`config.mk`:
```
export PLATFORM = sky130hd
export DESIGN_NAME = soc_io_top
export DESIGN_NICKNAME = d
export VERILOG_FILES = /design/src/hw/soc_io_pkg.sv /design/src/hw/io_wr_if.sv /design/src/hw/io_write_decode.sv /design/src/hw/io_ctrl_regs.sv /design/src/hw/uart_tx_queue.sv /design/src/hw/uart_tx_serializer.sv /design/src/hw/soc_io_top.sv
export SDC_FILE = /design/constraint.sdc
export NUM_CORES = 1
export LEC_CHECK = 0
export BUFFER_PORTS_ARGS = -buffer_cell sky130_fd_sc_hd__buf_2
export CORE_ASPECT_RATIO = 0.6
export CORE_UTILIZATION = 50
export DETAILED_ROUTE_END_ITERATION = 10
export PLACE_DENSITY_LB_ADDON = 0.25
export SYNTH_ARGS = -nofsm -noshare
export SYNTH_HDL_FRONTEND = slang
export SYNTH_HIERARCHICAL = 1
export SYNTH_SLANG_ARGS = --single-unit
```
`constraint.sdc`:
```
create_clock -name clk -period 2.6 [get_ports clk]
set_input_delay 0.52 -clock clk [delete_from_list [all_inputs] [get_ports clk]]
set_output_delay 0.52 -clock clk [all_outputs]
set_load 0.1 [all_outputs]
```
`src/hw/soc_io_pkg.sv`:
```
package soc_io_pkg;

  // Only the low address bits select a register
  // Upper bits alias onto the same five words
  localparam int io_addr_bits = 8;

  // Byte offsets of the word registers
  localparam logic [io_addr_bits-1:0] reg_uart_data   = 8'h00;
  localparam logic [io_addr_bits-1:0] reg_uart_status = 8'h04;
  localparam logic [io_addr_bits-1:0] reg_led         = 8'h08;
  localparam logic [io_addr_bits-1:0] reg_gpio        = 8'h0C;
  // Read-only system clock in Hz
  localparam logic [io_addr_bits-1:0] reg_clk_freq    = 8'h10;

  // Bit positions in the UART status word
  // Queue can take another byte
  localparam int stat_tx_ready    = 0;
  // Queue empty and serializer idle
  localparam int stat_tx_idle     = 1;
  // Sticky flag for a byte dropped on a full queue
  localparam int stat_tx_overflow = 2;

  // Read timing of the register file
  typedef enum logic {
    // Combinational read with data in the same cycle
    mem_sram = 1'b0,
    // Registered read with data one cycle after the address
    mem_bram = 1'b1
  } mem_type_e;

endpackage

```
`src/hw/io_wr_if.sv`:
```
interface io_wr_if;

  // One-cycle strobes from the decode stage
  logic       led_we;
  logic       gpio_we;
  logic       tx_we;
  // Any write to the status offset
  logic       status_clr;

  // Low data byte latched with the strobes
  logic [7:0] wr_byte;

  // Decode stage drives everything
  modport src (
    output led_we,
    output gpio_we,
    output tx_we,
    output status_clr,
    output wr_byte
  );

  // Register bank side
  modport regs (
    input led_we,
    input gpio_we,
    input status_clr,
    input wr_byte
  );

  // Transmit queue side
  modport queue (
    input tx_we,
    input wr_byte
  );

endinterface

```
`src/hw/io_write_decode.sv`:
```
module io_write_decode (
  input  logic        clk,
  input  logic        rst_n,
  input  logic        io_wen,
  input  logic [31:0] io_waddr,
  input  logic [31:0] io_wdata,
  input  logic [3:0]  io_wstrb,
  io_wr_if.src        wr
);

  // Offset within the I/O window
  logic [soc_io_pkg::io_addr_bits-1:0] waddr_low;
  // Accepted write needs lane 0 enabled
  logic                                wr_fire;

  assign waddr_low = io_waddr[soc_io_pkg::io_addr_bits-1:0];

  // Upper lanes carry nothing
  // Every register fits in a byte
  assign wr_fire = io_wen && io_wstrb[0];

  // One-hot strobes high for the cycle after the write is sampled
  // Frequency and unmapped offsets match nothing
  always_ff @(posedge clk) begin
    if (!rst_n) begin
      wr.led_we     <= 1'b0;
      wr.gpio_we    <= 1'b0;
      wr.tx_we      <= 1'b0;
      wr.status_clr <= 1'b0;
    end else begin
      wr.led_we     <= wr_fire && (waddr_low == soc_io_pkg::reg_led);
      wr.gpio_we    <= wr_fire && (waddr_low == soc_io_pkg::reg_gpio);
      wr.tx_we      <= wr_fire && (waddr_low == soc_io_pkg::reg_uart_data);
      wr.status_clr <= wr_fire && (waddr_low == soc_io_pkg::reg_uart_status);
    end
  end

  // Data byte travels alongside the strobes
  // Only meaningful while one of them is high
  always_ff @(posedge clk) begin
    if (wr_fire) begin
      wr.wr_byte <= io_wdata[7:0];
    end
  end

endmodule

```
`src/hw/io_ctrl_regs.sv`:
```
module io_ctrl_regs #(
  parameter int                    CLOCK_FREQ = 25_000_000,
  parameter soc_io_pkg::mem_type_e MEM_TYPE   = soc_io_pkg::mem_bram
) (
  input  logic        clk,
  input  logic        rst_n,
  io_wr_if.regs       wr,
  input  logic        io_ren,
  input  logic [31:0] io_raddr,
  input  logic        q_not_full,
  input  logic        q_empty,
  input  logic        q_overflow,
  input  logic        tx_busy,
  output logic [31:0] io_rdata,
  output logic        led,
  output logic [7:0]  gpio
);

  logic                                led_reg;
  logic [7:0]                          gpio_reg;
  // Sticky drop flag for the transmit queue
  logic                                overflow_flag;
  logic [31:0]                         status_word;
  logic [soc_io_pkg::io_addr_bits-1:0] raddr_low;
  // Read word before the timing stage
  logic [31:0]                         rdata_comb;

  // Output registers written one cycle after the bus write
  always_ff @(posedge clk) begin
    if (!rst_n) begin
      led_reg  <= 1'b0;
      gpio_reg <= 8'h00;
    end else begin
      if (wr.led_we) begin
        led_reg <= wr.wr_byte[0];
      end
      if (wr.gpio_we) begin
        gpio_reg <= wr.wr_byte;
      end
    end
  end

  assign led  = led_reg;
  assign gpio = gpio_reg;

  // A fresh drop wins over a clear in the same cycle
  always_ff @(posedge clk) begin
    if (!rst_n) begin
      overflow_flag <= 1'b0;
    end else if (q_overflow) begin
      overflow_flag <= 1'b1;
    end else if (wr.status_clr) begin
      overflow_flag <= 1'b0;
    end
  end

  // Status word as software sees it
  always_comb begin
    status_word = 32'h0;
    status_word[soc_io_pkg::stat_tx_ready]    = q_not_full;
    // Idle means nothing queued and nothing on the wire
    status_word[soc_io_pkg::stat_tx_idle]     = q_empty && !tx_busy;
    status_word[soc_io_pkg::stat_tx_overflow] = overflow_flag;
  end

  assign raddr_low = io_raddr[soc_io_pkg::io_addr_bits-1:0];

  // Read mux returns zero when not reading
  // Data offset is write-only and reads zero
  always_comb begin
    rdata_comb = 32'h0;
    if (io_ren) begin
      case (raddr_low)
        soc_io_pkg::reg_uart_status: rdata_comb = status_word;
        soc_io_pkg::reg_led:         rdata_comb = {31'h0, led_reg};
        soc_io_pkg::reg_gpio:        rdata_comb = {24'h0, gpio_reg};
        soc_io_pkg::reg_clk_freq:    rdata_comb = 32'(CLOCK_FREQ);
        default:                     rdata_comb = 32'h0;
      endcase
    end
  end

  // Read latency follows the memory type of the core
  if (MEM_TYPE == soc_io_pkg::mem_bram) begin : g_bram_read
    // One-cycle registered read
    always_ff @(posedge clk) begin
      if (!rst_n) begin
        io_rdata <= 32'h0;
      end else begin
        io_rdata <= rdata_comb;
      end
    end
  end else begin : g_sram_read
    // Same-cycle read
    assign io_rdata = rdata_comb;
  end

endmodule

```
`src/hw/uart_tx_queue.sv`:
```
module uart_tx_queue #(
  parameter int TX_DEPTH = 4
) (
  input  logic       clk,
  input  logic       rst_n,
  io_wr_if.queue     wr,
  output logic       tx_valid,
  output logic [7:0] tx_data,
  input  logic       tx_ready,
  output logic       not_full,
  output logic       empty,
  output logic       overflow_pulse
);

  // Index width for a power-of-two depth
  localparam int AW = $clog2(TX_DEPTH);

  logic [7:0]  mem [TX_DEPTH];
  // Extra top bit tells full from empty
  logic [AW:0] wptr;
  logic [AW:0] rptr;
  logic        full;
  logic        push;
  logic        pop;

  assign empty = (wptr == rptr);
  // Same index with opposite wrap bits
  assign full  = (wptr[AW] != rptr[AW]) && (wptr[AW-1:0] == rptr[AW-1:0]);

  assign not_full = !full;

  // A full queue refuses the byte even if a pop is in progress
  assign push           = wr.tx_we && !full;
  assign overflow_pulse = wr.tx_we && full;

  // Byte moves out when the serializer is idle
  assign pop = tx_valid && tx_ready;

  assign tx_valid = !empty;
  assign tx_data  = mem[rptr[AW-1:0]];

  always_ff @(posedge clk) begin
    if (!rst_n) begin
      wptr <= '0;
      rptr <= '0;
    end else begin
      if (push) begin
        wptr <= wptr + 1'b1;
      end
      if (pop) begin
        rptr <= rptr + 1'b1;
      end
    end
  end

  // Storage
  always_ff @(posedge clk) begin
    if (push) begin
      mem[wptr[AW-1:0]] <= wr.wr_byte;
    end
  end

endmodule

```
`src/hw/uart_tx_serializer.sv`:
```
module uart_tx_serializer #(
  parameter int CLOCK_FREQ = 25_000_000,
  parameter int BAUD_RATE  = 115_200
) (
  input  logic       clk,
  input  logic       rst_n,
  input  logic       tx_valid,
  input  logic [7:0] tx_data,
  output logic       tx_ready,
  output logic       busy,
  output logic       uart_tx
);

  // Clock cycles spent on each bit after truncation
  localparam int CYCLES_PER_BIT = CLOCK_FREQ / BAUD_RATE;
  localparam int CNT_W          = $clog2(CYCLES_PER_BIT + 1);
  // Start, eight data bits, stop
  localparam int FRAME_BITS     = 10;

  logic [CNT_W-1:0] baud_cnt;
  logic [3:0]       bit_cnt;
  // Bit 0 drives the line
  // Ones shift in behind the frame
  logic [9:0]       shift_reg;
  logic             busy_q;
  logic             bit_done;
  logic             accept;

  assign busy     = busy_q;
  // Takes a byte only between frames
  assign tx_ready = !busy_q;
  assign accept   = tx_valid && !busy_q;

  assign bit_done = (baud_cnt == CNT_W'(CYCLES_PER_BIT - 1));

  // Line comes straight from a flop
  assign uart_tx = shift_reg[0];

  always_ff @(posedge clk) begin
    if (!rst_n) begin
      busy_q    <= 1'b0;
      baud_cnt  <= '0;
      bit_cnt   <= '0;
      // Idle line is high
      shift_reg <= '1;
    end else if (accept) begin
      busy_q    <= 1'b1;
      baud_cnt  <= '0;
      bit_cnt   <= '0;
      // Stop, data LSB first, start
      shift_reg <= {1'b1, tx_data, 1'b0};
    end else if (busy_q) begin
      if (bit_done) begin
        baud_cnt  <= '0;
        shift_reg <= {1'b1, shift_reg[9:1]};
        // Frame ends after the full stop bit
        if (bit_cnt == 4'(FRAME_BITS - 1)) begin
          busy_q <= 1'b0;
        end else begin
          bit_cnt <= bit_cnt + 1'b1;
        end
      end else begin
        baud_cnt <= baud_cnt + 1'b1;
      end
    end
  end

endmodule

```
`src/hw/soc_io_top.sv`:
```
module soc_io_top #(
  parameter int                    CLOCK_FREQ = 25_000_000,
  parameter int                    BAUD_RATE  = 115_200,
  parameter soc_io_pkg::mem_type_e MEM_TYPE   = soc_io_pkg::mem_bram,
  // Power of two
  parameter int                    TX_DEPTH   = 4
) (
  input  logic        clk,
  input  logic        rst_n,
  // Core write port
  input  logic        io_wen,
  input  logic [31:0] io_waddr,
  input  logic [31:0] io_wdata,
  input  logic [3:0]  io_wstrb,
  // Core read port
  input  logic        io_ren,
  input  logic [31:0] io_raddr,
  output logic [31:0] io_rdata,
  // Board pins
  output logic        led,
  output logic [7:0]  gpio,
  output logic        uart_tx
);

  // Decoded writes to the register and queue stages
  io_wr_if wr_bus ();

  // Queue to serializer handshake
  logic       tx_valid;
  logic [7:0] tx_data;
  logic       tx_ready;

  // Flags for the status word
  logic       q_not_full;
  logic       q_empty;
  logic       q_overflow;
  logic       tx_busy;

  io_write_decode u_decode (
    .clk      (clk),
    .rst_n    (rst_n),
    .io_wen   (io_wen),
    .io_waddr (io_waddr),
    .io_wdata (io_wdata),
    .io_wstrb (io_wstrb),
    .wr       (wr_bus.src)
  );

  io_ctrl_regs #(
    .CLOCK_FREQ (CLOCK_FREQ),
    .MEM_TYPE   (MEM_TYPE)
  ) u_regs (
    .clk        (clk),
    .rst_n      (rst_n),
    .wr         (wr_bus.regs),
    .io_ren     (io_ren),
    .io_raddr   (io_raddr),
    .q_not_full (q_not_full),
    .q_empty    (q_empty),
    .q_overflow (q_overflow),
    .tx_busy    (tx_busy),
    .io_rdata   (io_rdata),
    .led        (led),
    .gpio       (gpio)
  );

  uart_tx_queue #(
    .TX_DEPTH (TX_DEPTH)
  ) u_queue (
    .clk            (clk),
    .rst_n          (rst_n),
    .wr             (wr_bus.queue),
    .tx_valid       (tx_valid),
    .tx_data        (tx_data),
    .tx_ready       (tx_ready),
    .not_full       (q_not_full),
    .empty          (q_empty),
    .overflow_pulse (q_overflow)
  );

  uart_tx_serializer #(
    .CLOCK_FREQ (CLOCK_FREQ),
    .BAUD_RATE  (BAUD_RATE)
  ) u_serializer (
    .clk      (clk),
    .rst_n    (rst_n),
    .tx_valid (tx_valid),
    .tx_data  (tx_data),
    .tx_ready (tx_ready),
    .busy     (tx_busy),
    .uart_tx  (uart_tx)
  );

endmodule

```
# Word level (Yosys, flattened, before mapping)

Memories as Yosys holds them, arrays and structs flattened. A register that Yosys moved wholly into a read port is not among the register bits.
Cells that the tools add are included.
W data, S select, Z words.

Memories kept: 1
RAM bits: 32
Register bits: 82
Output and inout bits: 42

Memories:

| name        | depth | bits a word | read ports | clocked after memory_dff | wr ports | line                | text |
|---|---|---|---|---|---|---|---|
| u_queue.mem | 4     | 8           | 1          | 1                        | 1        | uart_tx_queue.sv:18 | `logic [7:0] mem [TX_DEPTH];` |

Multiplexer cells: 15
Reductions and logical operators: 21
Bitwise logic cells: 2
Add/subtract/negate cells: 4
Equality and inequality tests: 12

Operators by type and width:

| kind                  | count |
|---|---|
| $pmux W25 S4          | 1 |
| $eq A8 B4 Y1 const B  | 4 |
| $mux W9               | 3 |
| $eq A8 B3 Y1 const B  | 2 |
| $logic_and A1 B1 Y1   | 10 |
| $add A8 B1 Y8 const B | 1 |
| $eq A8 B5 Y1 const B  | 1 |
| $eq A8 B8 Y1 const B  | 1 |
| $logic_not A8 Y1      | 1 |
| $mux W1               | 8 |
| $mux W8               | 1 |
| $add A3 B1 Y3 const B | 2 |
| $reduce_bool A2 Y1    | 3 |
| $add A4 B1 Y4 const B | 1 |
| $eq A4 B4 Y1 const B  | 1 |
| $mux W2               | 2 |
| $reduce_and A2 Y1     | 2 |
| $eq A3 B3 Y1          | 1 |
| $logic_not A1 Y1      | 3 |
| $reduce_and A3 Y1     | 1 |
| $eq A2 B2 Y1          | 1 |
| $not A1 Y1            | 2 |
| $reduce_or A2 Y1      | 1 |
| $ne A1 B1 Y1          | 1 |

# Depth between registers and ports, before layout

Depth after elaboration: 6
Gate-level depth with buffers: 8
Gate-level depth less buffers: 6

# Cells and area by module

The synthesis kept the hierarchy.

Modules (own cells, without submodules):

| module             | instances | seq. area each (um^2) | cells each | area an instance (um^2) |
|---|---|---|---|---|
| uart_tx_queue      | 1         | 1121.1                | 111        | 1732.9 |
| uart_tx_serializer | 1         | 440.4                 | 139        | 1214.9 |
| io_ctrl_regs       | 1         | 380.4                 | 90         | 887.1 |
| io_write_decode    | 1         | 320.3                 | 23         | 405.4 |

# Worst setup path before layout

Ideal clock, no wire load.

Path type: register to output
Start point: register u_regs/io_rdata[22] (netlist name)
End point: output port io_rdata[12]
Data arrival time: 1.518 ns
Stages on the path, launching flop included: 2
Buffers on the path: 1
Path slack: 0.562 ns
Cell sequence: dfxtp_1 -> buf_4

RTL lines:

| element       | line             | text |
|---|---|---|
| end, declared | soc_io_top.sv:18 | `output logic [31:0] io_rdata,` |

# Worst setup path in the final report

Start point: register u_queue.wptr[1]
End point: register u_serializer.baud_cnt[3]

Longest elaborated chain between the ends: 4

RTL lines:

| element                    | line                     | text |
|---|---|---|
| start, declared            | uart_tx_queue.sv:20      | `logic [AW:0] wptr;` |
| start signal, assigned     | uart_tx_queue.sv:48      | `wptr <= wptr + 1'b1;` |
| $eq A3 B3 Y1               | uart_tx_queue.sv:26      | `assign empty = (wptr == rptr);` |
| net q_empty                | soc_io_top.sv:35         | `logic q_empty;` |
| $logic_not A1 Y1           | uart_tx_queue.sv:39      | `assign tx_valid = !empty;` |
| net tx_valid               | soc_io_top.sv:29         | `logic tx_valid;` |
| $logic_and A1 B1 Y1        | uart_tx_serializer.sv:32 | `assign accept = tx_valid && !busy_q;` |
| $reduce_or A2 Y1 (no line) | --                       |  |
| end signal, assigned       | uart_tx_serializer.sv:63 | `baud_cnt <= baud_cnt + 1'b1;` |
| end, declared              | uart_tx_serializer.sv:20 | `logic [CNT_W-1:0] baud_cnt;` |

The timed path passes the listed nets, and every way through them passes these cells.
A chain may end at the register's enable or synchronous reset.

==> parameters.txt <==
Parameter                              Value

Worst setup path
  Biggest cell delay along the critical path    ~0.53 ns
  Crit Path Max Fanout    9
  Critical path origin    u_queue/wptr[1]
  Ordered cell list for the critical path    xor2_1, nor3_1, inv_1, nand2b_1, buf_4, or4b_1, o21ai_1
  Worst Path Required    roughly 2.9 ns
  Arrival time of data at the critical path endpoint    around 2.5 ns
  Worst R2R Path Depth    7
  Number of stages on the worst setup path    7
  Critical register-to-register path endpoint    u_serializer/baud_cnt[3]
  Classification of the worst setup path    reg2reg
  R2R setup slack    about 0.4 ns
  Crit path max-delay family    simple AND/OR/NAND/NOR gates
  Worst Setup End Kind    flip-flop
  Buffering stage count on the worst path with inverters included    2
  Cell with the biggest individual delay on the critical path    dfxtp_1
  End of the critical path    u_serializer/baud_cnt[3]
  Reg-to-Reg Start    u_queue/wptr[1]
  Setup crit start kind    flip-flop

Global routing
  First-pass GRT wire length    14.2 mm
  Initial antenna violation count    0
  Via count of the first global-routing pass    2771
  Congestion Overflow GR    0
  Pin count of the biggest net entering global routing    20
  GRT Total Usage    0.215

CTS
  Clock transition at the register clock pins on the worst setup and hold paths after CTS    0.06 ns
  TritonCTS clock tree    yes
  CTS Root Buffer Type    clkbuf_16
  # H-tree levels    3
  Clock tree sinks    between 90 and 100
  Number of cells upsized or downsized after cts    0
  Quantity of hold-fixing buffers added after cts    0
  Setup bufs post-CTS    0
  Maximum clock insertion buffer count    2
  Later-pin clock latency in the skew report    ~0.34 ns
  CTS Buf Count    9

Detailed routing
  Mean routed wirelength per cell    roughly 17 um
  Antenna-violating nets left    0
  Vias/cell    5.65
  Number of iterations in the first detailed-routing pass    5
  Total vias in the final route    2945
  Iter 0 DRT Violations    ~260
  Count of unresolved DRC violations after routing    0
  Final Routed Wirelength    approximately 8.6 mm

Synth
  Area fraction in compound gates after synthesis    0.0844
  Post-synthesis sequential element count    93
  Combinational family with the most area after synthesis    simple AND/OR/NAND/NOR gates
  Parity-gate share of the synthesized area counting xor and xnor cells    0.0165
  Top flip-flop cell by instance count after synthesis    dfxtp_1
  Multiplexer fraction of the synthesized cell area    0.0785
  Synth unique cells    58
  Post-synthesis async set-or-reset flop share    0
  Synthesized area per cell    around 12 um2
  Simple-gate portion of the synthesized area    0.185
  Share of synthesized cell area in full adder, half adder and majority cells    0.0266
  Synthesized netlist cell count    ~360
  Share of the yosys chip area belonging to registers    0.533
  Post-synth EDFFs    40
  Syn. warnings    6
  Post-Synthesis Cell Area    approximately 4200 um2

STA
  Total setup violations reported at the end of the flow    0
  Setup_tns    0 ns
  Min cycle time layout    approximately 2.2 ns
  Worst max-slew margin expressed relative to the limit    0.558
  Total count of hold-check failures in the final report    0
  Worst-Margin Slew    around 0.66 ns
  Max Slew Vio Count    0
  Fmax achieved    roughly 450 MHz
  Post-Route Skew    0.00573 ns
  Final worst-path cycle share    0.849
  Unrepaired setup endpoints after global routing    false

Power
  IR drop worst, VDD    around 0.0004 V
  Total leakage power    1.81 nW
  Cell Pwr Density    ~690 nW/um2

Floorplanning
  Die footprint    8870 um2
  Core area    roughly 8000 um2
  Starting utilization of the core area    0.527
  Die width    between 100 and 150 um
  Die outline height    between 70 and 80 um
  Core Rows    25
  Number of top-level pins    146

Min path
  Worst hold path class    in2reg
  Hold path startpoint    io_wdata[2]

Finish
  Post-Layout Inst Area    4790 um2
  Antenna diode instance count    0
  Largest register FFs    32
  FILL cells    630
  Signed area change from the synthesized netlist to the final layout    12.9%
  Number of nets in the layout    521
  Share of post-route cells with drive strength above 1    0.237
  Total area of sequential cells    between 2000 and 2500 um2
  Area occupied by multi-input gates    roughly 1700 um2

Outcome
  Result of the run    finished, final reports clean

Place
  Total cell area at the placement stage    4480 um2
  Estimated wirelength of the detail-placed design    about 6.3 mm
  Final weighted congestion in routability-driven placement    around 0.78
  Buffers on Ports    between 50 and 60

Job
  Max-capacitance violation count    0
[worst min-delay path by stage]
stage | cells past startpoint | to | slack, ns
CTS | 1 | u_decode/wr.wr_byte[7] | 0.34
finish | 1 | u_decode/wr.wr_byte[2] | 0.35
floorplan | 2 | u_serializer/bit_cnt[3] | 0.45
detailed placement | 2 | u_serializer/shift_reg[2] | 0.48
global route | 1 | u_decode/wr.wr_byte[5] | 0.34
global placement | 2 | u_serializer/bit_cnt[3] | 0.47
[worst reg2reg max path, delay by kind of cell (launching register included)]
| kind | cells | cell delay (ns) |
|---|---|---|
| simple gates | 3 | 1.01 |
| flops | 1 | 0.53 |
| buf+inv | 2 | 0.33 |
| xor+xnor | 1 | 0.20 |
| compound gates | 1 | 0.08 |
[metrics by stage]
| step | util | setup WS (ns) | hold WS (ns) | std cells | power (mW) |
|---|---|---|---|---|---|
| global placement | 0.557 | 0.489 | 0.471 | 505 | 1.96 |
| global route | 0.596 | 0.217 | 0.336 | 521 | 3.43 |
| CTS | 0.596 | 0.428 | 0.343 | 521 | 3.33 |
| detailed placement | 0.557 | 0.443 | 0.477 | 505 | 1.97 |
| floorplan | - | 0.562 | 0.450 | 375 | 1.90 |
| finish | 0.596 | 0.392 | 0.353 | 521 | 3.30 |
[placed cells by master (no fill, tap or decap), drive strengths merged, types with 10 or more instances in the layout]
cell     n
conb    13
buf     63
nand2   13
nand4   16
inv     12
nor2    17
mux2i   13
clkbuf  12
edfxtp  40
a31oi   11
nor2b   10
dfxtp   53
[Yosys cell counts (2+ instances only)]
cell	instances	area [um2]
nor2_1	17	63.8
nor4_1	4	25.0
or4_1	3	22.5
a21oi_1	8	40.0
a31oi_1	11	68.8
nor3_1	9	45.0
xnor2_1	4	35.0
nor4b_2	2	30.0
xor2_1	4	35.0
and3_1	4	25.0
buf_2	8	40.0
nand2b_1	4	25.0
o31a_1	2	17.5
buf_6	2	22.5
nand3b_1	8	60.1
nor2b_1	10	62.6
mux4_2	8	180
edfxtp_1	40	1200
o21a_1	2	15.0
o21ai_1	2	10.0
and3_2	5	37.5
a211oi_1	2	15.0
o211ai_1	5	37.5
dfxtp_1	53	1060
o31ai_1	8	60.1
nand4bb_1	3	33.8
nand3_1	8	40.0
ha_1	9	113
and2_1	3	18.8
buf_4	24	180
a41oi_1	2	17.5
nand2_1	13	48.8
o21ai_0	5	25.0
or3_1	3	18.8
mux2i_1	13	130
nand4_1	14	87.6
a211o_1	4	35.0
nand4b_1	2	17.5
inv_1	12	45.0
clkbuf_1	5	18.8
[area by class of cell]
cell class                      instances  share of cell area
Clock buffer                           12              0.0494
Clock inverter                          4              0.0154
Inverter                               12             0.00941
Multi-Input combinational cell        229               0.356
Sequential cell                        93               0.472
Tap cell                              108              0.0282
Timing Repair Buffer                   63              0.0690
[power breakdown]
| part | total [mW] | switching (mW) | leakage [nW] | internal (mW) |
|---|---|---|---|---|
| registers | 1.59 | 0.0331 | 0.790 | 1.56 |
| logic | 0.346 | 0.237 | 0.868 | 0.109 |
| clock network | 1.37 | 0.523 | 0.151 | 0.843 |
[cells by family (layout without fill, tap and decap cells)]
logic type | Yosys count | count (layout)
simple gates | 123 | 123
flops | 93 | 93
compound gates | 53 | 53
buf+inv | 53 | 91
mux | 23 | 23
fa+ha+maj | 9 | 9
xor+xnor | 8 | 8
other cells | 1 | 13
[metal layers]
layer / vias to the layer above / GRT usage / share of wire
met5: - / 0 / 0
met2: 83 / 0.303 / 0.42
li1: 1419 / - / -
met4: 0 / 0.0617 / 0.0090
met1: 1435 / 0.322 / 0.51
met3: 8 / 0.0598 / 0.053
Power figures use the tool's default switching activity.
